--- src/detector_params.svh ---
`ifndef DETECTOR_PARAMS_SVH
`define DETECTOR_PARAMS_SVH

// Bits per slicer word
`define DET_WIDTH 16

// Samples summed per hypothesis, must stay below DET_WIDTH
`define DET_SEQ_LENGTH 3
`define DET_TAPS (`DET_SEQ_LENGTH + 1)

`define DET_ERR_BITS 8
`define DET_TAP_BITS 8

`define DET_HIST_WORDS 3
`define DET_CREDITS 4   // Downstream buffer slots

`endif

--- src/detector_pkg.sv ---
`include "detector_params.svh"

package detector_pkg;

    // An error plus two taps needs two extra bits over the wider operand
    localparam int RES_BITS = ((`DET_ERR_BITS > `DET_TAP_BITS) ?
                               `DET_ERR_BITS : `DET_TAP_BITS) + 2;
    localparam int SQR_BITS = 2 * RES_BITS;
    localparam int SUM_BITS = SQR_BITS + $clog2(`DET_SEQ_LENGTH);

    typedef logic signed [`DET_ERR_BITS-1:0] err_t;
    typedef logic signed [`DET_TAP_BITS-1:0] tap_t;
    typedef logic signed [RES_BITS-1:0]      res_t;
    typedef logic        [SQR_BITS-1:0]      sqr_t;
    typedef logic        [SUM_BITS-1:0]      sum_t;

    typedef enum logic [1:0] {
        cand_none = 2'd0,
        cand_prev = 2'd1,
        cand_this = 2'd2,
        cand_both = 2'd3
    } cand_e;

    typedef enum logic [1:0] {
        st_empty,
        st_run,
        st_flush
    } ctrl_state_e;

endpackage : detector_pkg

--- src/error_corrector.sv ---
`timescale 1ns/100ps
`include "detector_params.svh"

module error_corrector
    import detector_pkg::*;
(
    input  logic                  clk,
    input  logic                  reset,
    input  logic                  decide,
    input  logic                  mid_bits [`DET_WIDTH],
    input  cand_e                 best [`DET_WIDTH],
    output logic                  out_valid,
    output logic [`DET_WIDTH-1:0] out_bits
);

    logic [`DET_WIDTH-1:0] flip;

    // A bit is flipped by its own hypothesis or by the next bit's previous-bit hypothesis
    always_comb begin
        for (int k = 0; k < `DET_WIDTH; k++) begin
            flip[k] = (best[k] == cand_this) || (best[k] == cand_both);
            if (k + 1 < `DET_WIDTH) begin
                flip[k] = flip[k] || (best[k+1] == cand_prev) || (best[k+1] == cand_both);
            end
        end
    end

    always_ff @(posedge clk) begin
        if (decide) begin
            for (int k = 0; k < `DET_WIDTH; k++) begin
                out_bits[k] <= mid_bits[k] ^ flip[k];
            end
        end
    end

    always_ff @(posedge clk) begin
        if (reset) begin
            out_valid <= 1'b0;
        end else begin
            out_valid <= decide;   // One cycle per decided word
        end
    end

    // A decided word never leaves with unknown bits
    a_bits_known: assert property (@(posedge clk) disable iff (reset)
        out_valid |-> !$isunknown(out_bits));

endmodule : error_corrector

--- config.mk ---
export PLATFORM = sky130hd
export DESIGN_NAME = error_corrector
export DESIGN_NICKNAME = d
export VERILOG_FILES = /design/src/detector_pkg.sv /design/src/error_corrector.sv
export VERILOG_INCLUDE_DIRS = /design/src /design/src/src
export SDC_FILE = /design/constraint.sdc
export NUM_CORES = 1
export LEC_CHECK = 0
export ABC_CLOCK_PERIOD_IN_PS = 800
export BUFFER_PORTS_ARGS = -buffer_cell sky130_fd_sc_hd__buf_4
export CAP_MARGIN = 20
export CELL_PAD_IN_SITES_DETAIL_PLACEMENT = 2
export CELL_PAD_IN_SITES_GLOBAL_PLACEMENT = 2
export CORE_UTILIZATION = 20
export DETAILED_ROUTE_END_ITERATION = 10
export PLACE_DENSITY_LB_ADDON = 0.1
export SLEW_MARGIN = 20
export SYNTH_ARGS = -nofsm -noshare
export SYNTH_HDL_FRONTEND = slang
export SYNTH_SLANG_ARGS = --single-unit
--- constraint.sdc ---
create_clock -name clk -period 0.8 [get_ports clk]
set_input_delay 0.04 -clock clk [delete_from_list [all_inputs] [get_ports clk]]
set_output_delay 0.04 -clock clk [all_outputs]
set_load 0.01 [all_outputs]
==> run summary <==
• Total Power Consumption: 2.320 mW
• share of the clock period used by the worst path: 103.4%
• proportion of layout cells with a drive suffix above 1: 70.83%
• Setup crit start kind: flip-flop
• worst-case clock buffer depth: 2
• Final Hold Fails: 0
• initial antenna violation count: 0
• number of antenna cells inserted: 0
• die boundary width: 62.86 um
• worst slew margin relative to its limit: 85.11%
• synthesized instance count: 49
• overall via count from detail_route: 658
• Die Span Y: 62.86 um
• number of global-route vias before repair: 730
• number of top-level pins: 68
• CTS Root Cell: clkbuf_8
• CP Data Required Time: 0.76 ns
• Post-Route WL: 1.991 mm
• Fillers: 371
• critical path buffer and inverter count: 1
• unrepaired setup endpoints after global routing: true
• setup violators final: 15
• Iter 0 DRT Violations: 18
• CTS H-Tree Depth: 1
• number of pins exceeding their max-slew limit in the final report: 0
• Num CTS Buffers: 3
• violations in the final reports: setup timing
• minimum clock period after layout: 0.8273 ns
• kind of critical path: reg -> out
• routability-driven placement congestion ratio: 0.6066
• remaining global-route overflow: 0
• Netlist cell types: 6
• Syn Std Cell Area: 740.7 um2
• commonest non-fill, non-tap cell in the layout: buf_4
• Port Buffer Count: 66
• clock-pin slew on the worst setup and hold paths: 0.07 ns
• setup slack after layout: -0.02728 ns
• syn_area_per_cell: 15.12 um2
• Worst EP arrival: 0.79 ns
• area grow syn2layout: 89.36%
• number of clock sinks: 17
• global-route wire length before repair: 3.256 mm
• number of placement rows: 21
• DPL Wire Length: 1.694 mm
• status: complete, but fails checks
• routed len/inst: 11.99 um
• kind of end point of the critical path: primary output
• Final TNS setup: -0.1388 ns
• Max Fclk: 1.209 GHz
• post-synthesis register bit count: 17
• power density cells: 1654 mW/mm2
• path category of the worst min-delay check: in -> reg
• Via-to-Cell Ratio: 3.964
• Core Box Area: 0.003442 mm2
• Largest stage delay, worst path: 0.40 ns
• slowest cell on the critical path: edfxtp_1
• # Post-CTS Setup Buffers: 0
• area enclosed by the die boundary: 0.003951 mm2
• Synth Net Count: 100
• Detail Route Antenna Nets: 0
• Post-route DRC: 0
• total global-route track usage: 10.96%
• CP top delay family: flip-flops
• share of the yosys chip area belonging to registers: 67.57%
• static power due to leakage: 0.5904 nW
• commonest cells after routing, fill and taps aside: buf_4 (52), edfxtp_1 (16), nor2_2 (15), xnor2_1 (15), buf_6 (14)
• cells along the critical path: buf_6
• VDD IR-drop max: 452.3 uV
• largest fanout on the critical path: 1
• Nets: 172
• total of warnings raised by yosys: 0
• DR pass1 iterations: 4
• effective utilization at floorplan: 21.52%
• worst slew pin tran: 0.2234 ns
• max capacitance violation total: 0
• clock tree from TritonCTS: yes
• largest net degree at the start of global routing: 18
-- routing by layer --
| metal | vias up | track usage (%) | share of wire (%) |
|---|---|---|---|
| met5 | - | 0 | 0 |
| met1 | 307 | 10.43 | 31 |
| met2 | 43 | 21.20 | 60 |
| met3 | 4 | 2.555 | 6.7 |
| met4 | 0 | 6.105 | 2.2 |
| li1 | 304 | - | - |
-- state kept, by name, summed over array words and instances, names as in the netlist --
name,count
out_bits,16
out_valid,1
-- report_power, final --
part           internal (mW)  leakage [nW]  switching [mW]
clock network          0.345        0.0255           0.298
registers               1.09         0.165          0.0381
logic                  0.366         0.400           0.187
total                   1.80         0.590           0.523
-- final timing paths --
path	from	end	cells after the start	slack, ns
hold / removal	mid_bits[13]	out_bits[2]$_DFFE_PP_	2	0.07
setup / recovery	out_bits[0]$_DFFE_PP_	out_bits[0]	1	-0.03
-- layout make-up --
class,count,area [um2],area share (%)
clock buffer,3,41.29,2.944
multi-input combinational,32,240.2,17.13
sequential,17,500.5,35.68
timing repair buffer,67,558.0,39.79
clock inverter,1,5.005,0.3568
tap,46,57.56,4.103
-- timing repair --
item,CTS,global route
hold buffers,1,0
endpoints found under the hold margin,1,0
setup endpoints to repair,16,16
resized for setup,11,3
gates cloned,0,0
-- synthesized netlist by cell type --
cell type  instances  area, um2
edfxtp_1          16      480.5
xnor2_1           15      131.4
dfxtp_1            1      20.02
nor2b_1            1      6.260
nor2_2            15      93.84
xor2_1             1      8.760
-- cell families after synthesis --
logic type	count (synthesis)	synth area share (%)
flip-flops	17	67.57
AND/OR/NAND/NOR	16	13.51
XOR/XNOR	16	18.92
-- metrics by stage --
step / instance area, um2 / cells / worst slack, ns / util, % / hold slack, ns
after floorplan: 740.7 / 49 / 0.3559 / - / 0.1116
after global placement: 1294 / 161 / 0.1985 / 37.59 / 0.1977
after detailed placement: 1294 / 161 / 0.1789 / 37.59 / 0.2180
after CTS: 1391 / 166 / -0.04066 / 40.42 / 0.06387
after global routing: 1403 / 166 / -0.06817 / 40.75 / 0.06823
final: 1403 / 166 / -0.02728 / 40.75 / 0.07115
Note: power is estimated with default switching activity, not from simulation.
