$ cat src/detector_params.svh
`ifndef DETECTOR_PARAMS_SVH
`define DETECTOR_PARAMS_SVH

// Bits per slicer word
`define DET_WIDTH 16

// Samples summed per hypothesis, must stay below DET_WIDTH
`define DET_SEQ_LENGTH 3
`define DET_TAPS (`DET_SEQ_LENGTH + 1)

`define DET_ERR_BITS 8
`define DET_TAP_BITS 8

`define DET_HIST_WORDS 3
`define DET_CREDITS 4   // Downstream buffer slots

`endif

$ cat src/credit_counter.sv
`timescale 1ns/100ps
`include "detector_params.svh"

module credit_counter (
    input  logic clk,
    input  logic reset,
    input  logic credit_return,
    input  logic take_credit,
    output logic credit_avail
);

    localparam int CNT_BITS = $clog2(`DET_CREDITS + 1);

    logic [CNT_BITS-1:0] count;

    // A return and a take in the same cycle cancel out
    always_ff @(posedge clk) begin
        if (reset) begin
            count <= CNT_BITS'(`DET_CREDITS);
        end else if (credit_return && !take_credit) begin
            count <= count + 1'b1;
        end else if (take_credit && !credit_return) begin
            count <= count - 1'b1;
        end
    end

    assign credit_avail = count != '0;

    // Downstream never returns more than it was given
    a_no_overflow: assert property (@(posedge clk) disable iff (reset)
        count <= CNT_BITS'(`DET_CREDITS));

    a_no_underflow: assert property (@(posedge clk) disable iff (reset)
        take_credit |-> count != '0);

endmodule : credit_counter

$ cat config.mk
export PLATFORM = sky130hd
export DESIGN_NAME = credit_counter
export DESIGN_NICKNAME = d
export VERILOG_FILES = /design/src/credit_counter.sv
export VERILOG_INCLUDE_DIRS = /design/src /design/src/src
export SDC_FILE = /design/constraint.sdc
export NUM_CORES = 1
export LEC_CHECK = 0
export BUFFER_PORTS_ARGS = -buffer_cell sky130_fd_sc_hd__buf_2
export CAP_MARGIN = 30
export CORE_AREA = 2 2 39 41
export CTS_CLUSTER_SIZE = 20
export DETAILED_ROUTE_END_ITERATION = 8
export DIE_AREA = 0 0 41 43
export GPL_TIMING_DRIVEN = 0
export PLACE_DENSITY = 0.3
export SLEW_MARGIN = 10
export SYNTH_ARGS = -nofsm -noshare
export SYNTH_HDL_FRONTEND = slang
export SYNTH_SLANG_ARGS = --single-unit
export TNS_END_PERCENT = 5
$ cat constraint.sdc
create_clock -name clk -period 3.55 [get_ports clk]
set_input_delay 0.355 -clock clk [delete_from_list [all_inputs] [get_ports clk]]
set_output_delay 0.355 -clock clk [all_outputs]
set_load 0.02 [all_outputs]
==> results.txt <==
* Run status: completed
- Worst path slowest cell: sky130_fd_sc_hd__fa_1
* Max Cap Viol: 0
* Net count, final: 31
* Startpoint class of the critical path: primary input
- Pin count of the biggest net entering global routing: 5
- Leakage power: 0.106 nW
- In this run the cell area of the synthesized design comes to 160 um2.
- Synthesis instantiated 11 different standard cells from the library.
* Sink count of the clock tree: 3
- In this run, post-CTS repair resized a total of 0 instances.
- Between clock sinks in the finished design, the worst skew comes to 0.00599 ns.
* R2r startpoint: count[0]
- Clock tree from TritonCTS: yes
- Hold Vio Cnt, Final: 0
* Remaining routing DRC violations: 0
* Biggest registers after layout: count (3)
* FFs w/ async S/R, synth: 0
- Overall die width: 41 um
- The number of global-route vias before repair came to 115.
- Worst path setup slack after routing: 1.97 ns
- In this run the vertical extent of the chip is 43 um.
- Global placement routability congestion: 0.527
- Placed insts: 36
- Number of synthesized register bits: 3
* Series of cell instances along the critical path: buf_2, inv_1, ha_1, inv_1, fa_1, xor2_1, o21ai_1, or3b_1
- Sequential area share after synthesis: 0.375
- Vias post-DR: 134
- Hold bufs inserted after CTS: 0
- Cell with the most instances on the worst path: sky130_fd_sc_hd__inv_1
- After detailed routing, the number of vias per cell comes to 3.35.
- The final-report max-slew violation count came to 0.
* Total global routing overflow: 0
- At the worst endpoint, the required time is 3.66 ns.
- The worst setup path is of the primary input to flip-flop kind.
- Share of final-layout standard cells stronger than drive strength 1: 0.292
- After detailed routing, the average wire length per cell comes to 6.90 um.
- The later pin in the worst-skew pair is clocked with a latency of 0.23 ns.
- The final layout contains routed wiring with a total length of 276 um.
* Number of H-tree levels: 1
- Share of the core filled with cells: 0.164
* Register with the highest flop count: count
* Global router's overall resource usage: 0.0442
- First element of the critical path: take_credit
- Buffers on Ports: 4
* RSZ-0062 raised after global routing: false
* Max rail drop VDD: 0.0535 mV
* Highest clock frequency the design can meet: 0.634 GHz
- Area growth from synthesis to layout: 41.4%
- The number of nets in the synthesized netlist is 22.
* Buffer type at the clock tree root: sky130_fd_sc_hd__clkbuf_4
* Worst Setup End Kind: flip-flop
- At the worst endpoint, the arrival time is 1.69 ns.
* Worst setup slack before clock tree synthesis: 1.71 ns
- Clock tree synthesis inserted a total of 3 buffers.
- In this run the worst path has a maximum fanout of 2.
- The floorplan step defined a core boundary enclosing 1380 um2.
- The startpoint identified for the worst hold timing path is reset.
- Total power per unit cell area: 592 nW/um2
- The finished layout holds 40 standard cells, fillers aside.
* CTS clk-pin slew, worst paths: 0.04 ns
* Portion of synthesized cell area occupied by the leading cell type: 0.375
- Starting density of the core: 0.116
- Slew at the pin with the worst max-slew slack: 0.176 ns
* Top cell family by delay on the critical path: adder cells
- Avg Synthesized Cell Area: 10.0 um2
- The synthesized design contains 0 enable-type register cells.
- Time the worst path needs with I/O delays and setup: 1.58 ns
* Number of detailed-route iterations in the first pass: 1
- Clk buf depth: 2
* Crit-path max cell delay: 0.37 ns
- 0 antenna diodes ended up in the layout.
- In the synthesized netlist the dominant register cell turns out to be sky130_fd_sc_hd__dfxtp_1.
- Setup violations remaining at the end of the flow were counted as 0.
* Max-Slew Margin vs Limit: 0.882
- Syn Inst Count: 16
* Initial antenna violation count: 0
- Top post-synthesis cells by area: sky130_fd_sc_hd__dfxtp_1 38%, sky130_fd_sc_hd__fa_1 13%, sky130_fd_sc_hd__xor2_1 11%
- Flip-flop count of the largest register, all copies and words added: 3
* Final cycle utilization of the critical path: 0.444
- The die covers 1760 um2.
- Postcts setup bufs: 0
* Wire length of the first global-routing pass: 434 um
- Setup tns final: 0 ns
- Top cells by count, synth: 3 x sky130_fd_sc_hd__dfxtp_1, 2 x sky130_fd_sc_hd__inv_1, 2 x sky130_fd_sc_hd__nor2_1, 2 x sky130_fd_sc_hd__xor2_1
- Yosys printed 0 warnings.
- In this run, the number of DRC markers left after iteration 0 of detailed routing was 0.
* Cell type with the highest aggregate area in the netlist: sky130_fd_sc_hd__dfxtp_1
- # IOs: 5
- By instance count, the leading cell after synthesis is sky130_fd_sc_hd__dfxtp_1.
- Class of the worst hold path: primary input to flip-flop
- Total number of placement rows: 14
- Once detail routing completed, the nets flagged for antenna violations numbered 0.
* WP buf/inv: 3
## cells by family (layout without fill, tap and decap cells)
kind of cell    count (synthesis)  after routing  synth area share
mux                             1              1            0.0625
buf+inv                         2             10            0.0469
compound gates                  1              1            0.0312
simple gates                    5              5             0.172
fa+ha+maj                       2              2             0.203
xor+xnor                        2              2             0.109
flops                           3              3             0.375
## stage by stage
step                power (W)  hold WS (ns)  area [um2]
finish               0.000134         0.309         226
global route         0.000144         0.312         226
CTS                  0.000139         0.298         226
detailed placement  0.0000756         0.550         200
global placement    0.0000747         0.552         200
floorplan           0.0000676         0.427         160
## power by group
part	total [W]	internal (W)	switching [W]
sequential	0.0000460	0.0000402	0.00000581
combinational	0.0000284	0.0000146	0.0000139
clock	0.0000597	0.0000421	0.0000176
total	0.000134	0.0000969	0.0000373
## cell usage in the layout (no fill, tap or decap), types with 2 or more instances in the layout
cell                       n
sky130_fd_sc_hd__clkbuf_4  3
sky130_fd_sc_hd__nor2_1    2
sky130_fd_sc_hd__inv_1     2
sky130_fd_sc_hd__dfxtp_1   3
sky130_fd_sc_hd__buf_2     4
sky130_fd_sc_hd__xor2_1    2
## routing by layer
metal  up-vias  share of wire  GRT usage
met3         0           0.14     0.0314
met2         5           0.45     0.0469
met4         0              0     0.0600
met5         -              0          0
li1         69              -          -
met1        60           0.41     0.0450
## area by class of cell
class | count | area [um2]
clock buffer | 4 | 26.3
fill | 160 | 1160
inverter | 2 | 7.51
multi-input combinational | 11 | 92.6
sequential | 3 | 60.1
tap | 16 | 20.0
timing repair buffer | 4 | 20.0
## worst register-to-register path: cells and delay by family (launching register included)
kind                       cells  cell delay, ns
xor gates and xnor gates       1            0.16
and+or+nand+nor                1            0.34
AOI/OAI and AO/OA              1            0.10
DFF                            1            0.33
adders and majority gates      1            0.44
## final timing paths
| path | depth (start not counted) | slack (ns) | to |
|---|---|---|---|
| max | 8 | 1.97 | count[2] |
| min | 2 | 0.31 | count[1] |
| max reg2reg | 4 | 2.06 | count[2] |
| min reg2reg | 2 | 0.56 | count[0] |
Note: power is estimated with default switching activity, not from simulation.
