[src/detector_params.svh]
`ifndef DETECTOR_PARAMS_SVH
`define DETECTOR_PARAMS_SVH

// Bits per slicer word
`define DET_WIDTH 16

// Samples summed per hypothesis, must stay below DET_WIDTH
`define DET_SEQ_LENGTH 3
`define DET_TAPS (`DET_SEQ_LENGTH + 1)

`define DET_ERR_BITS 8
`define DET_TAP_BITS 8

`define DET_HIST_WORDS 3
`define DET_CREDITS 4   // Downstream buffer slots

`endif

[src/detector_pkg.sv]
`include "detector_params.svh"

package detector_pkg;

    // An error plus two taps needs two extra bits over the wider operand
    localparam int RES_BITS = ((`DET_ERR_BITS > `DET_TAP_BITS) ?
                               `DET_ERR_BITS : `DET_TAP_BITS) + 2;
    localparam int SQR_BITS = 2 * RES_BITS;
    localparam int SUM_BITS = SQR_BITS + $clog2(`DET_SEQ_LENGTH);

    typedef logic signed [`DET_ERR_BITS-1:0] err_t;
    typedef logic signed [`DET_TAP_BITS-1:0] tap_t;
    typedef logic signed [RES_BITS-1:0]      res_t;
    typedef logic        [SQR_BITS-1:0]      sqr_t;
    typedef logic        [SUM_BITS-1:0]      sum_t;

    typedef enum logic [1:0] {
        cand_none = 2'd0,
        cand_prev = 2'd1,
        cand_this = 2'd2,
        cand_both = 2'd3
    } cand_e;

    typedef enum logic [1:0] {
        st_empty,
        st_run,
        st_flush
    } ctrl_state_e;

endpackage : detector_pkg

[src/history_if.sv]
`timescale 1ns/100ps
`include "detector_params.svh"

interface history_if import detector_pkg::*; ();

    logic                  push;
    logic                  clear;
    logic [`DET_WIDTH-1:0] push_bits;
    err_t                  push_errs [`DET_WIDTH];

    modport ctrl (
        output push,
        output clear,
        output push_bits,
        output push_errs
    );

    // History side, shared by the bit and the error buffers
    modport buffer (
        input push,
        input clear,
        input push_bits,
        input push_errs
    );

endinterface : history_if

[src/detector_ctrl.sv]
`timescale 1ns/100ps
`include "detector_params.svh"

module detector_ctrl
    import detector_pkg::*;
(
    input  logic                  clk,
    input  logic                  reset,
    input  logic                  in_valid,
    input  logic                  in_last,
    input  logic [`DET_WIDTH-1:0] in_bits,
    input  err_t                  in_errs [`DET_WIDTH],
    input  logic                  credit_avail,
    output logic                  in_ready,
    output logic                  take_credit,
    output logic                  decide,
    history_if.ctrl               hist
);

    ctrl_state_e state;
    logic        flush_done;   // Zero word is in, clear follows
    logic        flushing;
    logic        push;

    assign flushing = state == st_flush;

    // The first word of a burst has nothing to decide yet, so it needs no credit
    always_comb begin
        case (state)
            st_empty: in_ready = 1'b1;
            st_run:   in_ready = credit_avail;
            default:  in_ready = 1'b0;
        endcase
    end

    assign push        = flushing ? (credit_avail && !flush_done) : (in_valid && in_ready);
    assign take_credit = push && (state != st_empty);

    assign hist.push      = push;
    assign hist.clear     = flushing && flush_done;
    assign hist.push_bits = flushing ? '0 : in_bits;

    always_comb begin
        for (int b = 0; b < `DET_WIDTH; b++) begin
            hist.push_errs[b] = flushing ? err_t'(0) : in_errs[b];
        end
    end

    always_ff @(posedge clk) begin
        if (reset) begin
            state      <= st_empty;
            flush_done <= 1'b0;
            decide     <= 1'b0;
        end else begin
            decide <= take_credit;   // Middle word is valid the cycle after the shift
            case (state)
                st_empty: begin
                    if (push) begin
                        state <= in_last ? st_flush : st_run;
                    end
                end
                st_run: begin
                    if (push && in_last) begin
                        state <= st_flush;
                    end
                end
                st_flush: begin
                    if (flush_done) begin
                        state      <= st_empty;
                        flush_done <= 1'b0;
                    end else if (push) begin
                        flush_done <= 1'b1;
                    end
                end
                default: state <= st_empty;
            endcase
        end
    end

    // The sender holds a refused word until it is taken
    a_input_held: assert property (@(posedge clk) disable iff (reset)
        (in_valid && !in_ready) |=> (in_valid && $stable(in_bits) && $stable(in_last)));

endmodule : detector_ctrl

[src/flat_wrapper.sv]
// flat-port wrapper written by rule: the top's interface ports become plain ports
module detector_ctrl_flat import detector_pkg::*;
  (clk, reset, in_valid, in_last, in_bits, in_errs, credit_avail, in_ready, take_credit, decide, hist_push, hist_clear, hist_push_bits, hist_push_errs);
  history_if hist_i ();
  input  logic clk;
  input  logic reset;
  input  logic in_valid;
  input  logic in_last;
  input  logic [`DET_WIDTH-1:0] in_bits;
  input  err_t in_errs[`DET_WIDTH];
  input  logic credit_avail;
  output logic in_ready;
  output logic take_credit;
  output logic decide;
  output wire logic [$bits(hist_i.push)-1:0] hist_push;
  output wire logic [$bits(hist_i.clear)-1:0] hist_clear;
  output wire logic [$bits(hist_i.push_bits)-1:0] hist_push_bits;
  output wire logic [$bits(hist_i.push_errs)-1:0] hist_push_errs;
  assign hist_push = hist_i.push;
  assign hist_clear = hist_i.clear;
  assign hist_push_bits = hist_i.push_bits;
  assign hist_push_errs = {>>{hist_i.push_errs}};
  detector_ctrl u_core (.clk(clk), .reset(reset), .in_valid(in_valid), .in_last(in_last), .in_bits(in_bits), .in_errs(in_errs), .credit_avail(credit_avail), .in_ready(in_ready), .take_credit(take_credit), .decide(decide), .hist(hist_i));
endmodule
[config.mk]
export PLATFORM = sky130hd
export DESIGN_NAME = detector_ctrl_flat
export DESIGN_NICKNAME = d
export VERILOG_FILES = /design/src/detector_pkg.sv /design/src/history_if.sv /design/src/detector_ctrl.sv /design/src/flat_wrapper.sv
export VERILOG_INCLUDE_DIRS = /design/src /design/src/src
export SDC_FILE = /design/constraint.sdc
export NUM_CORES = 1
export LEC_CHECK = 0
export ABC_AREA = 0
export BUFFER_PORTS_ARGS = -buffer_cell sky130_fd_sc_hd__clkbuf_2
export CAP_MARGIN = 20
export CORE_AREA = 2 2 115 117
export CTS_BUF_LIST = sky130_fd_sc_hd__clkbuf_8
export DETAILED_ROUTE_END_ITERATION = 12
export DIE_AREA = 0 0 117 119
export PLACE_DENSITY = 0.46
export RECOVER_POWER = 100
export SLEW_MARGIN = 40
export SYNTH_ARGS = -nofsm -noshare
export SYNTH_HDL_FRONTEND = slang
export SYNTH_SLANG_ARGS = --single-unit
[constraint.sdc]
create_clock -name clk -period 1 [get_ports clk]
set_input_delay 0.1 -clock clk [delete_from_list [all_inputs] [get_ports clk]]
set_output_delay 0.1 -clock clk [all_outputs]
set_load 0.005 [all_outputs]
==> summary.txt, run 1 <==
Routing
  – Routed Antenna Nets: 0
  – Drt initial violations: 52
  – WL/cell: 13.8 microns
  – Post-route DRC: 0
  – TritonRoute pass-1 iters: 4
  – Via count of the routed design: 2513
  – Final wirelength: 9220 microns
  – Vias/cell: 3.75

Job
  – Maxcap violations: 0

Timing
  – Hold Slack: 0.104 ns
  – Worst-Margin Slew: 0.226 ns
  – Max_slew headroom: 0.849
  – Period minus WS final: 1.39 ns
  – Endpoints failing hold: 0
  – Final setup violation count: 150
  – Fin. max-slew vios: 0
  – Highest Clock Rate: 717 MHz
  – RSZ-0062 raised after global routing: true
  – Skew final: 0.00204 ns
  – Final worst slack: -0.394 ns
  – Fin crit share: 1.39

Die
  – Cell Rows: 42
  – Die H: 119 microns
  – Initial Util: 0.100
  – I/O Pins: 298
  – Die Width: 117 microns
  – Core region area: 12900 sq um
  – Die area: 13900 sq um

Clocking
  – Reg clk slew, reported paths: 0.03 ns
  – H-Tree Depth: 1
  – CTS buffer count: 3
  – Clock Tree Buf Depth: 2
  – # hold bufs at CTS: 0
  – Clk_lat worst skew: 0.22 ns
  – CTS Root Cell: clkbuf_8
  – # clock sinks: 4
  – CTS tree: yes

Setup path
  – Crit start category: register
  – Crit-path max FO: 10
  – Cells along the critical path: nand2b_4 -> buf_12 -> clkbuf_16 -> and2_1 -> clkbuf_2
  – Critical-path top delay cell: dfxtp_2
  – CP Class: reg -> out
  – CP max stage delay: 0.32 ns
  – Family with the most delay on the worst path: buffers and inverters
  – CP Data Required Time: 0.90 ns
  – Buf/Inv on CP: 3
  – Critical path arrival: 1.29 ns
  – Crit end category: output port

Finish
  – Nets: 645
  – # diodes: 0
  – Area delta synth->final: 172%
  – Fill cells: 1387
  – Share of cells above drive strength 1: 0.739

Yosys
  – Synthesized area per cell: 6.91 sq um
  – Syn_nets: 336
  – Unique cell type count in the Yosys netlist: 17
  – Register area share after synthesis: 0.0620
  – YS warnings: 0
  – Mapped Area: 1290 sq um
  – Syn Inst Count: 187
  – Seq cells post-synth: 4

Pwr
  – Worst VDD drop: 0.000204 V
  – PwrDens: 750 nW/um^2
  – LEAKAGE: 2.03 nW

Placement
  – Pre-CTS setup slack: -0.139 ns
  – Port Buffers: 297
  – HPWL after DPL: 6240 microns
  – Global placer's final weighted congestion: 0.740

Run status
  – Status: finished, violations left
  – Failing checks: setup timing

GRT
  – Largest net degree at the start of global routing: 75
  – Global router's overall resource usage: 0.0859
  – Initial antenna violation count: 0
  – Total grt overflow: 0
  – Vias in the first global route: 2103
  – First-pass GRT wire length: 9720 microns

Hold path
  – Path type of the worst min-delay path: in -> reg
==> path summary, 6_finish.rpt <==
kind / from / depth (start not counted) / endpoint / slack [ns]
setup / recovery: u_core.state[0] / 5 / hist_push_errs[69] / -0.39
hold / removal: reset / 2 / u_core.decide / 0.10
setup reg to reg: u_core.state[0] / 5 / u_core.flush_done / -0.12
hold reg to reg: u_core.flush_done / 2 / u_core.flush_done / 0.46
==> stage by stage <==
| stage | power, mW | area [sq um] | utilization | instances | TNS, ns |
|---|---|---|---|---|---|
| 2_1_floorplan | 0.909 | 1290 | - | 187 | 0 |
| 3_3_place_gp | 1.70 | 2880 | 0.223 | 648 | -6.34 |
| 3_5_place_dp | 1.71 | 2880 | 0.223 | 648 | -12.42 |
| 4_1_cts | 2.07 | 2920 | 0.227 | 651 | -46.03 |
| 5_1_grt | 2.86 | 3520 | 0.273 | 670 | -58.28 |
| 6_report | 2.64 | 3520 | 0.273 | 670 | -51.47 |
==> logic make-up (layout without fill, tap and decap cells) <==
family,Yosys count,in the layout,synth area share
buffers and inverters,18,324,0.145
DFF,4,4,0.0620
AOI/OAI and AO/OA,8,8,0.0348
and+or+nand+nor,157,158,0.758
==> synth_stat cells <==
cell type    n  area, sq um
dfxtp_1      4         80.1
and2b_2      1         8.76
inv_1        2         7.51
nor2_1       1         3.75
and2_1     144          901
a21oi_1      4         20.0
nand2_1      4         15.0
nand2b_4     1         13.8
buf_6       16          180
o21ai_0      1         5.00
nor2b_1      1         6.26
nor3_1       1         5.00
or3_1        1         6.26
nand3b_1     2         15.0
a31oi_1      2         12.5
nand3_1      1         5.00
a211oi_1     1         7.51
==> flip-flops by register name, summed over array words and instances, names as in the netlist <==
register and cells:
u_core.state 2, u_core.decide 1, u_core.flush_done 1
==> cell type report <==
cell class	count	area (sq um)	area share
Clock buffer	3	41.3	0.0117
Sequential cell	4	85.1	0.0242
Timing Repair Buffer	319	2030	0.576
Tap cell	176	220	0.0626
Inverter	2	7.51	0.00213
Multi-Input combinational cell	166	1140	0.323
==> cells in the final DEF, fill, tap and decap left out <==
master	n
o21ai_1	1
nand2b_4	2
a211oi_2	1
and2_4	36
buf_4	4
nor2b_1	1
buf_6	29
a21oi_2	1
buf_16	2
buf_8	1
a21oi_1	3
nor2_1	1
clkbuf_2	270
buf_2	3
nand3_1	1
dfxtp_1	2
and2_1	108
dfxtp_4	1
nand3b_1	2
buf_12	3
nand2_1	4
clkbuf_16	7
and2b_2	1
nor3_1	1
inv_1	2
dfxtp_2	1
clkbuf_8	3
a31oi_1	2
or3_1	1
==> report_power, final <==
part / internal (mW) / total [mW] / switching (mW)
combinational: 1.30 / 2.12 / 0.816
clock: 0.256 / 0.339 / 0.0821
sequential: 0.173 / 0.187 / 0.0136
total: 1.73 / 2.64 / 0.911
==> timing repair <==
item / in CTS / in global routing
pin swaps: 1 / 21
gates cloned: 0 / 14
hold endpoints to repair: 0 / 0
setup endpoints to repair: 148 / 150
resized for setup: 3 / 90
buffers inserted: 0 / 5
==> routing by layer <==
metal	global-route usage	wire, microns	up-vias
met1	0.0983	3440	1137
met4	0.0154	46	0
met3	0.0137	835	5
met5	0	0	-
li1	-	-	1184
met2	0.165	4900	187
Note: power is estimated with default switching activity, not from simulation.
==> inputs of run 2 (changes only) <==
--- a/config.mk
+++ b/config.mk
@@ -15,6 +15,7 @@
 export DIE_AREA = 0 0 117 119
 export PLACE_DENSITY = 0.46
 export RECOVER_POWER = 100
+export SKIP_LAST_GASP = 1
 export SLEW_MARGIN = 40
 export SYNTH_ARGS = -nofsm -noshare
 export SYNTH_HDL_FRONTEND = slang
==> run 2 against run 1 <==
The run still ends with setup timing left. Wire length is 0.73% lower. Clock-buffer cell count stayed put. Sequential share of layout area hardly changed. Fmax hardly changed. Critical path type unchanged. Critical path depth stayed put. First-iteration DRC count is 46% higher. Highest routed layer unchanged. Die area stayed put. Sequential cell count stayed put. Via count is 0.68% higher. Critical endpoint unchanged.
==> summary.txt, run 2 (same netlist as run 1, synthesis figures left out) <==
Run status
  – Status: finished, violations left
  – Failing checks: setup timing

Finish
  – Max FFs per register: 2
  – Commonest non-fill, non-tap cell in the layout: clkbuf_2
  – Cell area after layout: 3470 sq um
  – # diodes: 0
  – Top flop regs: u_core.state: 2 flops, u_core.decide: 1 flops, u_core.flush_done: 1 flops
  – Most flop-heavy register: u_core.state
  – Share of cells above drive strength 1: 0.723
  – Nets: 645
  – Area delta synth->final: 169%
  – Commonest cells after routing, fill and taps aside: clkbuf_2 (271), and2_1 (117), and2_4 (27)

Placement
  – Port Buffers: 297
  – HPWL after DPL: 6240 microns
  – Pre-CTS setup slack: -0.139 ns
  – Global placer's final weighted congestion: 0.740
  – DP Area: 2880 sq um

Setup path
  – CP max stage delay: 0.32 ns
  – RR Endpoint: u_core.flush_done
  – CP Data Required Time: 0.90 ns
  – Cells along the critical path: nand2b_4 -> buf_12 -> clkbuf_16 -> and2_1 -> clkbuf_2
  – Critical-path top delay cell: dfxtp_2
  – Critical path arrival: 1.29 ns
  – CP Class: reg -> out
  – Buf/Inv on CP: 3
  – Register-to-Register Setup Slack: -0.11 ns
  – Crit start category: register
  – Crit end category: output port
  – FF-to-FF path depth: 5
  – Crit-path max FO: 10
  – Family with the most delay on the worst path: buffers and inverters
  – Worst flop-to-flop path startpoint: u_core.state[0]

GRT
  – Initial antenna violation count: 0
  – Total grt overflow: 0
  – Global router's overall resource usage: 0.0858
  – First-pass GRT wire length: 9710 microns
  – Vias in the first global route: 2101
  – Largest net degree at the start of global routing: 75

Clocking
  – # clock sinks: 4
  – CTS tree: yes
  – H-Tree Depth: 1
  – CTS buffer count: 3
  – CTS Root Cell: clkbuf_8
  – Reg clk slew, reported paths: 0.03 ns
  – Clk_lat worst skew: 0.22 ns
  – Clock Tree Buf Depth: 2

Timing
  – RSZ-0062 raised after global routing: true
  – Fin. max-slew vios: 0
  – Fin crit share: 1.39
  – Highest Clock Rate: 718 MHz
  – Final setup violation count: 150
  – Period minus WS final: 1.39 ns
  – Worst-Margin Slew: 0.226 ns
  – Final worst slack: -0.393 ns
  – Endpoints failing hold: 0
  – Skew final: 0.00208 ns
  – Max_slew headroom: 0.850

Die
  – Initial Util: 0.100
  – Cell Rows: 42
  – Die H: 119 microns
  – Die Width: 117 microns
  – Die area: 13900 sq um
  – I/O Pins: 298
  – Core region area: 12900 sq um

Pwr
  – LEAKAGE: 2.00 nW
  – Worst VDD drop: 0.000203 V
  – PwrDens: 745 nW/um^2

Routing
  – Vias/cell: 3.78
  – Routed Antenna Nets: 0
  – Post-route DRC: 0
  – TritonRoute pass-1 iters: 4
  – WL/cell: 13.7 microns
  – Drt initial violations: 76
  – Via count of the routed design: 2530
  – Final wirelength: 9160 microns

Job
  – Maxcap violations: 0

Hold path
  – Path type of the worst min-delay path: in -> reg
  – HP Start: reset
  – Min-Delay Path Depth: 2
  – End of the worst hold path: u_core.decide
-- run 2: through the flow --
stage               instances  hold slack [ns]   util  TNS, ns  power [mW]
finish                    670            0.105  0.270   -51.35        2.58
global route              670            0.119  0.270   -58.42        2.81
CTS                       651            0.104  0.227   -46.12        2.06
detailed placement        648            0.332  0.223   -12.42        1.71
global placement          648            0.329  0.223    -6.34        1.70
floorplan                 187            0.162      -        0       0.909
-- run 2: area by class of cell --
type                    count  area, sq um
fillers                  1389         9400
flip-flops and latches      4         85.1
well taps                 176          220
repair buffers            319         2000
clock buffers               3         41.3
multi-input cells         166         1120
inverters                   2         7.51
-- run 2: per-layer routing --
layer,part of all wire,GRT usage,vias to the layer above,wire (microns)
li1,-,-,1185,-
met1,0.37,0.0980,1141,3360
met2,0.53,0.165,199,4880
met3,0.095,0.0137,5,870
met4,0.0050,0.0154,0,46
met5,0,0,-,0
-- run 2: how the worst max path moves through the flow --
stage	from	endpoint	slack, ns	cells after the start
floorplan	u_core.state[0]	hist_push_bits[0]	0.02	4
global placement	u_core.state[0]	hist_push_errs[14]	-0.09	4
detailed placement	u_core.state[0]	hist_push_errs[75]	-0.14	4
CTS	u_core.state[0]	hist_push_errs[75]	-0.37	4
global route	u_core.state[0]	hist_push_errs[90]	-0.42	5
finish	u_core.state[0]	hist_push_errs[69]	-0.39	5
-- run 2: timing repair --
action                     4_1_cts  5_1_grt
pin swaps                        0       21
cloned                           0       14
setup endpoints to repair      148      150
setup buffers                    0        5
hold buffers                     0        0
resized for setup                0       79
-- run 2: power by group --
part	internal, mW	switching (mW)	leakage [nW]
sequential	0.173	0.0136	0.0338
combinational	1.26	0.804	1.95
clock	0.256	0.0822	0.0216
-- run 2: worst reg2reg max path: stages (launching register included) --
cell and delay (ns):
dfxtp_2 0.33, nand2b_4 0.26, buf_12 0.18, buf_4 0.12
nand2_1 0.04, a21oi_1 0.12
