`config.mk`:
```
export PLATFORM = sky130hd
export DESIGN_NAME = word_history_flat
export DESIGN_NICKNAME = d
export VERILOG_FILES = /design/src/detector_pkg.sv /design/src/history_if.sv /design/src/word_history.sv /design/src/flat_wrapper.sv
export VERILOG_INCLUDE_DIRS = /design/src /design/src/src
export SDC_FILE = /design/constraint.sdc
export NUM_CORES = 1
export LEC_CHECK = 0
export ABC_AREA = 1
export BUFFER_PORTS_ARGS = -buffer_cell sky130_fd_sc_hd__clkbuf_2
export CAP_MARGIN = 20
export CORE_MARGIN = 5
export CORE_UTILIZATION = 36
export DETAILED_ROUTE_END_ITERATION = 7
export GPL_TIMING_DRIVEN = 0
export PLACE_DENSITY = 0.84
export SLEW_MARGIN = 20
export SYNTH_ARGS = -nofsm -noshare
export SYNTH_HDL_FRONTEND = slang
export SYNTH_SLANG_ARGS = --single-unit
```
`constraint.sdc`:
```
create_clock -name clk -period 1 [get_ports clk]
set_input_delay 0.2 -clock clk [delete_from_list [all_inputs] [get_ports clk]]
set_output_delay 0.2 -clock clk [all_outputs]
set_load 0.1 [all_outputs]
```
`src/detector_params.svh`:
```
`ifndef DETECTOR_PARAMS_SVH
`define DETECTOR_PARAMS_SVH

// Bits per slicer word
`define DET_WIDTH 16

// Samples summed per hypothesis, must stay below DET_WIDTH
`define DET_SEQ_LENGTH 3
`define DET_TAPS (`DET_SEQ_LENGTH + 1)

`define DET_ERR_BITS 8
`define DET_TAP_BITS 8

`define DET_HIST_WORDS 3
`define DET_CREDITS 4   // Downstream buffer slots

`endif

```
`src/detector_pkg.sv`:
```
`include "detector_params.svh"

package detector_pkg;

    // An error plus two taps needs two extra bits over the wider operand
    localparam int RES_BITS = ((`DET_ERR_BITS > `DET_TAP_BITS) ?
                               `DET_ERR_BITS : `DET_TAP_BITS) + 2;
    localparam int SQR_BITS = 2 * RES_BITS;
    localparam int SUM_BITS = SQR_BITS + $clog2(`DET_SEQ_LENGTH);

    typedef logic signed [`DET_ERR_BITS-1:0] err_t;
    typedef logic signed [`DET_TAP_BITS-1:0] tap_t;
    typedef logic signed [RES_BITS-1:0]      res_t;
    typedef logic        [SQR_BITS-1:0]      sqr_t;
    typedef logic        [SUM_BITS-1:0]      sum_t;

    typedef enum logic [1:0] {
        cand_none = 2'd0,
        cand_prev = 2'd1,
        cand_this = 2'd2,
        cand_both = 2'd3
    } cand_e;

    typedef enum logic [1:0] {
        st_empty,
        st_run,
        st_flush
    } ctrl_state_e;

endpackage : detector_pkg

```
`src/history_if.sv`:
```
`timescale 1ns/100ps
`include "detector_params.svh"

interface history_if import detector_pkg::*; ();

    logic                  push;
    logic                  clear;
    logic [`DET_WIDTH-1:0] push_bits;
    err_t                  push_errs [`DET_WIDTH];

    modport ctrl (
        output push,
        output clear,
        output push_bits,
        output push_errs
    );

    // History side, shared by the bit and the error buffers
    modport buffer (
        input push,
        input clear,
        input push_bits,
        input push_errs
    );

endinterface : history_if

```
`src/word_history.sv`:
```
`timescale 1ns/100ps
`include "detector_params.svh"

module word_history
    import detector_pkg::*;
#(
    parameter type sample_t    = logic,
    parameter bit  select_errs = 1'b0
) (
    input  logic       clk,
    input  logic       reset,
    history_if.buffer  hist,
    output sample_t    window [`DET_HIST_WORDS*`DET_WIDTH]
);

    localparam int N_ENTRIES = `DET_HIST_WORDS * `DET_WIDTH;
    localparam int NEWEST    = N_ENTRIES - `DET_WIDTH;

    sample_t new_word [`DET_WIDTH];

    if (select_errs) begin : g_errs
        always_comb begin
            for (int b = 0; b < `DET_WIDTH; b++) begin
                new_word[b] = sample_t'(hist.push_errs[b]);
            end
        end
    end else begin : g_bits
        always_comb begin
            for (int b = 0; b < `DET_WIDTH; b++) begin
                new_word[b] = sample_t'(hist.push_bits[b]);
            end
        end
    end

    // Word 0 is the oldest, the newest word enters at the top
    always_ff @(posedge clk) begin
        if (reset || hist.clear) begin
            for (int k = 0; k < N_ENTRIES; k++) begin
                window[k] <= '0;
            end
        end else if (hist.push) begin
            for (int k = 0; k < NEWEST; k++) begin
                window[k] <= window[k+`DET_WIDTH];
            end
            for (int b = 0; b < `DET_WIDTH; b++) begin
                window[NEWEST+b] <= new_word[b];
            end
        end
    end

endmodule : word_history

```
`src/flat_wrapper.sv`:
```
// flat-port wrapper written by rule: the top's interface ports become plain ports
module word_history_flat import detector_pkg::*;
#(
    parameter type sample_t    = logic,
    parameter bit  select_errs = 1'b0
)
  (clk, reset, window, hist_push, hist_clear, hist_push_bits, hist_push_errs);
  history_if hist_i ();
  input  logic clk;
  input  logic reset;
  output sample_t window[`DET_HIST_WORDS*`DET_WIDTH];
  input wire logic [$bits(hist_i.push)-1:0] hist_push;
  input wire logic [$bits(hist_i.clear)-1:0] hist_clear;
  input wire logic [$bits(hist_i.push_bits)-1:0] hist_push_bits;
  input wire logic [$bits(hist_i.push_errs)-1:0] hist_push_errs;
  assign hist_i.push = hist_push;
  assign hist_i.clear = hist_clear;
  assign hist_i.push_bits = hist_push_bits;
  assign hist_i.push_errs = {>>{hist_push_errs}};
  word_history #(.sample_t(sample_t), .select_errs(select_errs)) u_core (.clk(clk), .reset(reset), .hist(hist_i), .window(window));
endmodule
```
==> results of run 1 <==
[placed cells by master (no fill, tap or decap)]
cell | Yosys | layout
sky130_fd_sc_hd__nor2_1 | 96 | 96
sky130_fd_sc_hd__nand2_1 | 96 | 96
sky130_fd_sc_hd__inv_1 | 48 | 48
sky130_fd_sc_hd__clkbuf_16 | 0 | 48
sky130_fd_sc_hd__buf_4 | 5 | 41
sky130_fd_sc_hd__dfxtp_2 | 0 | 38
sky130_fd_sc_hd__clkbuf_2 | 0 | 18
sky130_fd_sc_hd__dfxtp_4 | 0 | 10
sky130_fd_sc_hd__buf_2 | 8 | 8
sky130_fd_sc_hd__clkbuf_8 | 0 | 7
sky130_fd_sc_hd__buf_6 | 3 | 3
sky130_fd_sc_hd__nor2_2 | 1 | 1
sky130_fd_sc_hd__bufinv_16 | 0 | 1
[worst min path at each step]
| stage | startpoint | endpoint | slack [ps] | cells past startpoint |
|---|---|---|---|---|
| finish | hist_push_bits[8] | u_core.window[7]$_SDFFE_PP0P_ | 170 | 5 |
| global route | hist_push_bits[5] | u_core.window[10]$_SDFFE_PP0P_ | 170 | 5 |
| CTS | hist_push_bits[5] | u_core.window[10]$_SDFFE_PP0P_ | 160 | 5 |
| detailed placement | u_core.window[38]$_SDFFE_PP0P_ | u_core.window[38]$_SDFFE_PP0P_ | 460 | 2 |
| global placement | u_core.window[38]$_SDFFE_PP0P_ | u_core.window[38]$_SDFFE_PP0P_ | 450 | 2 |
| floorplan | hist_push_bits[15] | u_core.window[0]$_SDFFE_PP0P_ | 380 | 4 |
[logic make-up (layout without fill, tap and decap cells)]
family,count (synthesis),count (layout)
AND/OR/NAND/NOR,193,193
buffers and inverters,64,174
flip-flops,48,48
[synthesized netlist by cell type, drive strengths merged]
master and instances:
nor2 97, buf 16, inv 48, dfxtp 48, nand2 96
[per-layer routing]
metal  vias to the layer above  wire (um)  track usage
met1                       965       2800        0.210
li1                       1076          -            -
met3                        23        403       0.0432
met2                        84       3600        0.367
met4                         0        297       0.0936
met5                         -          0            0
[metrics by stage]
stage | area (um2) | power, mW | hold slack (ps) | util | setup WS (ps)
after floorplan | 2040 | 2.89 | 381 | - | 41.0
after global placement | 2460 | 3.05 | 448 | 0.452 | 4.43
after detailed placement | 2460 | 3.06 | 455 | 0.452 | -34.6
after CTS | 3800 | 4.91 | 157 | 0.698 | -80.0
after global routing | 3840 | 5.13 | 169 | 0.706 | -102
final | 3840 | 4.95 | 172 | 0.706 | -82.2
[area by class of cell]
class / count / share of cell area
timing repair buffer: 102 / 0.406
sequential: 48 / 0.272
multi-input combinational: 193 / 0.189
inverter: 48 / 0.0469
buffer: 16 / 0.0290
clock buffer: 7 / 0.0251
tap: 72 / 0.0234
clock inverter: 1 / 0.00782
[report_power, final]
part | switching, mW | internal [mW]
combinational | 0.832 | 0.526
sequential | 0.0744 | 1.98
clock | 0.659 | 0.884
[what timing repair did]
item                       4_1_cts  5_1_grt
pin swaps                        0        0
resized for setup              151        3
hold buffers                     0        0
buffers inserted                31        5
setup endpoints to repair       48       48
==> flow_summary.rst, run 1 <==
.. list-table::
   :header-rows: 1

   * - Metric
     - Value
   * - Run status
     - finished, violations left
   * - Failing checks
     - negative setup slack
   * - Initial Utilization
     - 0.364
   * - DRC violation total after the first TritonRoute iteration
     - 105
   * - Critical path required time
     - 800 ps
   * - Maximum resistive drop on vdd
     - 0.733 mV
   * - Flops & latches, synth
     - 48
   * - Number of distinct standard cells referenced by the synthesized netlist
     - 8
   * - Endpoint class of the critical path
     - output port
   * - Number of filler instances in the final layout
     - 370
   * - Largest net degree at the start of global routing
     - 15
   * - Antenna violations before repair
     - 0
   * - Setup repair after global routing missed its margin
     - yes
   * - Post-synthesis simple-gate area fraction
     - 0.367
   * - Number of slew-limit violations in the final report
     - 0
   * - Wire length of the first global-routing pass
     - 11000 um
   * - Depth of the critical timing path with buffers and inverters included
     - 1
   * - Share of cell area taken by muxes after synthesis
     - 0
   * - Number of standard cells after synthesis
     - 305
   * - Total Nets Final
     - 562
   * - Horizontal extent of the die
     - 84.2 um
   * - Max H-tree Level
     - 2
   * - Number of placed instances with taps included
     - 443
   * - Worst-path cell with the longest stage delay
     - sky130_fd_sc_hd__dfxtp_2
   * - CP Launch Point
     - u_core.window[47]$_SDFFE_PP0P_
   * - Max-cap viol count
     - 0
   * - Flip-flop count of the largest register, all copies and words added
     - 48
   * - Power density relative to cell area
     - 1290 nW/um2
   * - Maximum clock frequency
     - 0.924 GHz
   * - Post-synth top area share
     - 0.485
   * - Combinational family with the most area after synthesis
     - simple AND/OR/NAND/NOR gates
   * - Area of the die
     - 7080 um2
   * - Ratio of cells with drive above 1 in the final layout
     - 0.422
   * - Via count of the first global-routing pass
     - 2193
   * - Sequential cell area fraction in the yosys report
     - 0.485
   * - Cell taking the most area after synthesis
     - sky130_fd_sc_hd__dfxtp_1
   * - Transition at the pin with the smallest max-transition slack
     - 240 ps
   * - Clock latency reported for the late side of the worst-skew pair
     - 300 ps
   * - Summed negative setup slack over all endpoints
     - -2710 ps
   * - CP Capture Point
     - window[47]
   * - Origin of the critical flop-to-flop path
     - u_core.window[26]$_SDFFE_PP0P_
   * - Syn nets
     - 453
   * - Synth Area in XOR/XNOR
     - 0
   * - Via-per-instance ratio
     - 4.41
   * - Core footprint
     - 5440 um2
   * - Die H
     - 84.2 um
   * - Area share of fa/ha/maj cells after synthesis
     - 0
   * - Clock buffer count from CTS
     - 5
   * - Worst-case clock skew
     - 9.35 ps
   * - Synth Area in Compound Gates
     - 0
   * - Clock Path Buffers
     - 2
   * - Number of antenna cells inserted
     - 0
   * - Number of input and output port buffers inserted
     - 66
   * - Final Hold Viols
     - 0
   * - Worst reg2reg path depth
     - 6
   * - Placed wire-length estimate after detailed placement
     - 3810 um
   * - R2R setup slack
     - 70 ps
   * - Cell area after synthesis
     - 1980 um2
   * - RePlAce Congestion
     - 0.799
   * - Grt ovf
     - 0
   * - Clk sinks
     - 48
   * - Family with the most delay on the worst path
     - flip-flops
   * - Reg-to-reg endpoint
     - u_core.window[42]$_SDFFE_PP0P_
   * - Worst setup margin
     - -82.2 ps
   * - Total of endpoints with negative setup slack in the final report
     - 48
   * - Area occupied by registers
     - 1050 um2
   * - Leakage
     - 1.88 nW
   * - Multi-input combinational cell area
     - 727 um2
   * - I/O pin cnt
     - 196
   * - Maximum fanout count along the critical path
     - 2
   * - Synth warnings
     - 0
   * - Dominant cells by area after synthesis
     - sky130_fd_sc_hd__dfxtp_1, sky130_fd_sc_hd__nand2_1, sky130_fd_sc_hd__nor2_1, sky130_fd_sc_hd__inv_1, sky130_fd_sc_hd__buf_2
   * - Chain of cells forming the critical path
     - clkbuf_16
   * - Row Count
     - 27
   * - Min cycle time layout
     - 1080 ps
   * - Total routed wirelength
     - 7100 um
   * - Library cell used as clock root buffer
     - sky130_fd_sc_hd__clkbuf_8
   * - Class of the most critical hold timing path
     - input port to register
   * - Area added between synthesis and finish
     - 94.1%
   * - Data arrival time of the worst path
     - 880 ps
   * - Detailed-route wire length per cell
     - 14.6 um
   * - Buffers plus inverters on the worst setup path
     - 1
   * - TritonCTS clock tree
     - built
   * - Final cell count without fillers
     - 487
   * - Registers with the most flip-flops
     - u_core.window: 48 flops
   * - DRC violation count after routing
     - 0
   * - Number of detailed-route iterations in the first pass
     - 4
   * - Antenna violation net count after detailed routing
     - 0
   * - DR vias
     - 2148
   * - GR Util All Layers
     - 0.198
   * - Worst Path Class, Setup
     - register to output port
   * - Largest incremental delay on the critical path
     - 370 ps
   * - Most flops, register
     - u_core.window
   * - Final clock period utilization by the worst path
     - 1.08
   * - Clock-pin slew of the registers on the worst-case setup and hold paths
     - 100 ps
   * - Slew HR
     - 0.840
   * - Per-instance average area after synthesis
     - 6.49 um2
   * - Crit start category
     - register
Note: power is estimated with default switching activity, not from simulation.
==> run 2: changes to the inputs <==
--- a/config.mk
+++ b/config.mk
@@ -12,7 +12,6 @@
 export CORE_MARGIN = 5
 export CORE_UTILIZATION = 36
 export DETAILED_ROUTE_END_ITERATION = 7
-export GPL_TIMING_DRIVEN = 0
 export PLACE_DENSITY = 0.84
 export SLEW_MARGIN = 20
 export SYNTH_ARGS = -nofsm -noshare
==> flow_summary.rst, run 2 (synthesis results as in run 1) <==
.. list-table::
   :header-rows: 1

   * - Metric
     - Value
   * - Run status
     - finished, violations left
   * - Failing checks
     - negative setup slack
   * - Via-per-instance ratio
     - 4.23
   * - Number of slew-limit violations in the final report
     - 0
   * - Post-route standard cell area excluding fillers
     - 3520 um2
   * - Setup repair after global routing missed its margin
     - yes
   * - Die H
     - 84.2 um
   * - Critical path required time
     - 800 ps
   * - GR Util All Layers
     - 0.161
   * - Largest net degree at the start of global routing
     - 51
   * - Final Hold Viols
     - 0
   * - Transition at the pin with the smallest max-transition slack
     - 253 ps
   * - Crit start category
     - register
   * - Wire length of the first global-routing pass
     - 9270 um
   * - Buffers plus inverters on the worst setup path
     - 1
   * - Total routed wirelength
     - 5510 um
   * - Clock Path Buffers
     - 2
   * - Library cell used as clock root buffer
     - sky130_fd_sc_hd__clkbuf_8
   * - Registers with the most flip-flops
     - u_core.window: 48 flops
   * - TritonCTS clock tree
     - built
   * - Max-cap viol count
     - 0
   * - Number of detailed-route iterations in the first pass
     - 4
   * - Number of filler instances in the final layout
     - 437
   * - Placed wire-length estimate after detailed placement
     - 3640 um
   * - R2R setup slack
     - 90 ps
   * - Flip-flop count of the largest register, all copies and words added
     - 48
   * - DRC violation total after the first TritonRoute iteration
     - 91
   * - Largest incremental delay on the critical path
     - 380 ps
   * - Area added between synthesis and finish
     - 77.8%
   * - Post-layout util
     - 0.647
   * - Worst setup margin
     - -49.1 ps
   * - Maximum resistive drop on vdd
     - 0.808 mV
   * - RePlAce Congestion
     - 0.705
   * - Grt ovf
     - 0
   * - DR vias
     - 2009
   * - Area of the die
     - 7080 um2
   * - Class of the most critical hold timing path
     - input port to register
   * - Ratio of cells with drive above 1 in the final layout
     - 0.402
   * - DRC violation count after routing
     - 0
   * - Max H-tree Level
     - 2
   * - Leading cell types in the layout, fill and taps excluded
     - sky130_fd_sc_hd__nor2_1, sky130_fd_sc_hd__nand2_1, sky130_fd_sc_hd__buf_12
   * - Post-Place Worst Slack
     - 47.4 ps
   * - Min cycle time layout
     - 1050 ps
   * - Multi-input combinational cell area
     - 732 um2
   * - Worst-case clock skew
     - 4.58 ps
   * - Area occupied by registers
     - 1060 um2
   * - Worst-path cell with the longest stage delay
     - sky130_fd_sc_hd__dfxtp_4
   * - Power density relative to cell area
     - 1250 nW/um2
   * - Initial Utilization
     - 0.364
   * - Chain of cells forming the critical path
     - buf_12
   * - Total of endpoints with negative setup slack in the final report
     - 48
   * - Antenna violation net count after detailed routing
     - 0
   * - Family with the most delay on the worst path
     - flip-flops
   * - Slew HR
     - 0.831
   * - Post-route total power
     - 4.39 mW
   * - Final clock period utilization by the worst path
     - 1.05
   * - Clock latency reported for the late side of the worst-skew pair
     - 290 ps
   * - Most flops, register
     - u_core.window
   * - Detailed-route wire length per cell
     - 11.6 um
   * - Number of input and output port buffers inserted
     - 67
   * - Leakage
     - 1.69 nW
   * - Endpoint class of the critical path
     - output port
   * - Antenna violations before repair
     - 0
   * - Number of antenna cells inserted
     - 0
   * - Horizontal extent of the die
     - 84.2 um
   * - Maximum fanout count along the critical path
     - 2
   * - Total Nets Final
     - 551
   * - Clock-pin slew of the registers on the worst-case setup and hold paths
     - 80 ps
   * - Clock buffer count from CTS
     - 5
   * - Row Count
     - 27
   * - Post-place instance area
     - 3130 um2
   * - # hold bufs at CTS
     - 0
   * - Core footprint
     - 5440 um2
   * - I/O pin cnt
     - 196
   * - Via count of the first global-routing pass
     - 1975
   * - Maximum clock frequency
     - 0.953 GHz
   * - Data arrival time of the worst path
     - 850 ps
   * - Worst Path Class, Setup
     - register to output port
   * - Clk sinks
     - 48
==> run 2: cell count changes in the layout (fill, tap and decap cells not counted), sizes merged <==
cell / change
clkbuf: -49
buf: +37
bufinv: -1
clkinv: +1
==> run 2: where the power goes <==
group          internal [mW]  total (mW)  switching, mW  leakage (nW)
combinational          0.471        1.27          0.797          1.23
clock                  0.477        1.08          0.602        0.0410
sequential              1.97        2.05         0.0789         0.417
==> run 2: path summary, 6_finish.rpt <==
| kind | start | endpoint | cells past startpoint |
|---|---|---|---|
| max | u_core.window[25]$_SDFFE_PP0P_ | window[25] | 1 |
| min | hist_push_bits[4] | u_core.window[11]$_SDFFE_PP0P_ | 5 |
| max reg2reg | u_core.window[28]$_SDFFE_PP0P_ | u_core.window[44]$_SDFFE_PP0P_ | 6 |
| min reg2reg | u_core.window[35]$_SDFFE_PP0P_ | u_core.window[35]$_SDFFE_PP0P_ | 2 |
==> run 2: layout make-up <==
| class | instances | share of cell area |
|---|---|---|
| tap | 72 | 0.0256 |
| sequential | 48 | 0.301 |
| timing repair buffer | 107 | 0.392 |
| multi-input combinational | 193 | 0.208 |
| inverter | 48 | 0.0512 |
| clock inverter | 1 | 0.00142 |
| clock buffer | 6 | 0.0206 |
==> run 2: worst reg2reg max path, stage by stage, from the launching register on <==
cell	delay (ps)
sky130_fd_sc_hd__dfxtp_2	340
sky130_fd_sc_hd__buf_4	130
sky130_fd_sc_hd__buf_4	130
sky130_fd_sc_hd__inv_1	40
sky130_fd_sc_hd__nand2_1	40
sky130_fd_sc_hd__nand2_1	70
sky130_fd_sc_hd__nor2_1	50
==> run 2: per-stage QoR <==
stage | hold WS, ps | setup TNS, ps | std cells
after floorplan | 381 | 0 | 305
after global placement | 472 | 0 | 432
after detailed placement | 474 | 0 | 432
after CTS | 158 | -1820 | 472
after global routing | 164 | -3090 | 475
final | 165 | -1340 | 475
==> run 2: timing repair <==
item,in CTS,in global routing
gates resized for setup,15,0
setup buffers,33,3
endpoints found under the setup margin,48,48
==> run 2: metal layers <==
layer  global-route usage  wire (um)  vias to the layer above
met1                0.204       2410                      887
li1                     -          -                     1055
met2                0.263       2680                       59
met4               0.0512        102                        0
met3               0.0481        318                        8
met5                    0          0                        -
==> run 3: changes to the inputs <==
==> constraint.sdc (replaced) <==
create_clock -name clk -period 1.2 [get_ports clk]
set_input_delay 0.24 -clock clk [delete_from_list [all_inputs] [get_ports clk]]
set_output_delay 0.24 -clock clk [all_outputs]
set_load 0.1 [all_outputs]
==> flow_summary.rst, run 3 (synthesis results as in run 1) <==
.. list-table::
   :header-rows: 1

   * - Metric
     - Value
   * - Detailed-route wire length per cell
     - 11.0 um
   * - Data arrival time of the worst path
     - 880 ps
   * - Most flops, register
     - u_core.window
   * - Worst-case clock skew
     - 1.45 ps
   * - Min cycle time layout
     - 1120 ps
   * - Leakage
     - 1.51 nW
   * - Multi-input combinational cell area
     - 732 um2
   * - Number of placed instances with taps included
     - 433
   * - Summed negative setup slack over all endpoints
     - 0 ps
   * - Endpoint class of the critical path
     - output port
   * - Clock latency reported for the late side of the worst-skew pair
     - 290 ps
   * - TritonCTS clock tree
     - built
   * - Row Count
     - 27
   * - Largest net degree at the start of global routing
     - 49
   * - Final clock period utilization by the worst path
     - 0.937
   * - Most utilized layer in the global route result
     - met2
   * - Number of antenna cells inserted
     - 0
   * - Registers with the most flip-flops
     - u_core.window: 48 flops
   * - Number of slew-limit violations in the final report
     - 0
   * - Grt ovf
     - 0
   * - Worst setup margin
     - 76.1 ps
   * - Leading cell types in the layout, fill and taps excluded
     - sky130_fd_sc_hd__nor2_1, sky130_fd_sc_hd__nand2_1, sky130_fd_sc_hd__buf_12
   * - Clock buffer count from CTS
     - 5
   * - Class of the most critical hold timing path
     - input port to register
   * - Maximum resistive drop on vdd
     - 0.670 mV
   * - Clk sinks
     - 48
   * - Slew HR
     - 0.830
   * - Max-cap viol count
     - 0
   * - Via-per-instance ratio
     - 4.04
   * - Met2 Usage GRT
     - 0.229
   * - I/O pin cnt
     - 196
   * - Post-place instance area
     - 3140 um2
   * - Max H-tree Level
     - 2
   * - Area occupied by registers
     - 1000 um2
   * - Final cell count without fillers
     - 440
   * - Setup repair after global routing missed its margin
     - no
   * - Post-layout util
     - 0.596
   * - Clock-pin slew of the registers on the worst-case setup and hold paths
     - 80 ps
   * - Number of filler instances in the final layout
     - 483
   * - Buffers plus inverters on the worst setup path
     - 1
   * - Largest incremental delay on the critical path
     - 400 ps
   * - WHS
     - 205 ps
   * - Clock Path Buffers
     - 2
   * - Grt met3 use
     - 0.0383
   * - Initial Utilization
     - 0.364
   * - Worst Path Class, Setup
     - register to output port
   * - Die H
     - 84.2 um
   * - Setup bufs post-CTS
     - 0
   * - DR vias
     - 1779
   * - Met1 capacity usage during global routing
     - 0.178
   * - Power density relative to cell area
     - 1150 nW/um2
   * - Worst-path cell with the longest stage delay
     - sky130_fd_sc_hd__dfxtp_1
   * - Startpoint of the tightest hold check path
     - hist_push_bits[5]
   * - Maximum fanout count along the critical path
     - 2
   * - Core footprint
     - 5440 um2
   * - DRC violation count after routing
     - 0
   * - Flip-flop count of the largest register, all copies and words added
     - 48
   * - Number of detailed-route iterations in the first pass
     - 4
   * - Origin of the critical flop-to-flop path
     - u_core.window[17]$_SDFFE_PP0P_
   * - CP Launch Point
     - u_core.window[46]$_SDFFE_PP0P_
   * - DRC violation total after the first TritonRoute iteration
     - 81
   * - Chain of cells forming the critical path
     - buf_12
   * - Post-Place Worst Slack
     - 187 ps
   * - Transition at the pin with the smallest max-transition slack
     - 255 ps
   * - Placed wire-length estimate after detailed placement
     - 3680 um
   * - Critical path required time
     - 960 ps
   * - Ratio of cells with drive above 1 in the final layout
     - 0.302
   * - Family with the most delay on the worst path
     - flip-flops
   * - Antenna violation net count after detailed routing
     - 0
   * - Run status
     - complete, no violations
   * - Library cell used as clock root buffer
     - sky130_fd_sc_hd__clkbuf_8
   * - Total of endpoints with negative setup slack in the final report
     - 0
   * - Total routed wirelength
     - 4830 um
   * - Wire length of the first global-routing pass
     - 8130 um
   * - Area of the die
     - 7080 um2
   * - Antenna violations before repair
     - 0
   * - Number of input and output port buffers inserted
     - 67
   * - RePlAce Congestion
     - 0.722
   * - GR Util All Layers
     - 0.142
   * - Horizontal extent of the die
     - 84.2 um
   * - Maximum clock frequency
     - 0.890 GHz
   * - Post-route standard cell area excluding fillers
     - 3240 um2
   * - Via count of the first global-routing pass
     - 1720
   * - Final Hold Viols
     - 0
   * - Post-route total power
     - 3.73 mW
   * - Total Nets Final
     - 516
   * - Area added between synthesis and finish
     - 63.8%
   * - Crit start category
     - register
[run 3: cell count changes in the layout (fill, tap and decap cells not counted), moves of 2 or more]
| cell | before | now |
|---|---|---|
| sky130_fd_sc_hd__buf_4 | 38 | 1 |
| sky130_fd_sc_hd__dfxtp_4 | 15 | 0 |
| sky130_fd_sc_hd__clkbuf_8 | 5 | 7 |
| sky130_fd_sc_hd__dfxtp_1 | 0 | 17 |
| sky130_fd_sc_hd__dfxtp_2 | 33 | 31 |
| sky130_fd_sc_hd__buf_12 | 50 | 52 |
[run 3: per-layer routing]
layer | wire length (um) | share of wire
met1 | 2180 | 0.45
met2 | 2260 | 0.47
met3 | 286 | 0.059
met4 | 105 | 0.022
met5 | 0 | 0
[run 3: cell type report]
cell class | count | share of cell area
inverters | 48 | 0.0556
clock buffers | 7 | 0.0297
multi-input cells | 193 | 0.226
flip-flops and latches | 48 | 0.308
repair buffers | 72 | 0.353
well taps | 72 | 0.0278
[run 3: what timing repair did]
| item | 4_1_cts | 5_1_grt |
|---|---|---|
| gates resized for setup | 1 | 4 |
| hold buffers | 0 | 0 |
| setup endpoints to repair | 1 | 4 |
| endpoints found under the hold margin | 0 | 0 |
[run 3: worst paths after layout]
path	cells after the start	slack (ps)	endpoint
worst max-delay path	1	80	window[46]
worst min-delay path	5	210	u_core.window[10]$_SDFFE_PP0P_
worst max register to register	4	490	u_core.window[33]$_SDFFE_PP0P_
worst min register to register	2	500	u_core.window[13]$_SDFFE_PP0P_
[run 3: tightest hold or removal path: stages]
cell and delay, ps:
sky130_fd_sc_hd__clkbuf_2 80, sky130_fd_sc_hd__inv_1 40, sky130_fd_sc_hd__nand2_1 40, sky130_fd_sc_hd__nand2_1 50
sky130_fd_sc_hd__nor2_1 30
[run 3: power breakdown]
| part | internal [mW] | total (mW) | switching [mW] |
|---|---|---|---|
| Sequential | 1.66 | 1.74 | 0.0758 |
| Combinational | 0.350 | 0.984 | 0.634 |
| Clock | 0.514 | 1.02 | 0.502 |
| Total | 2.52 | 3.73 | 1.21 |
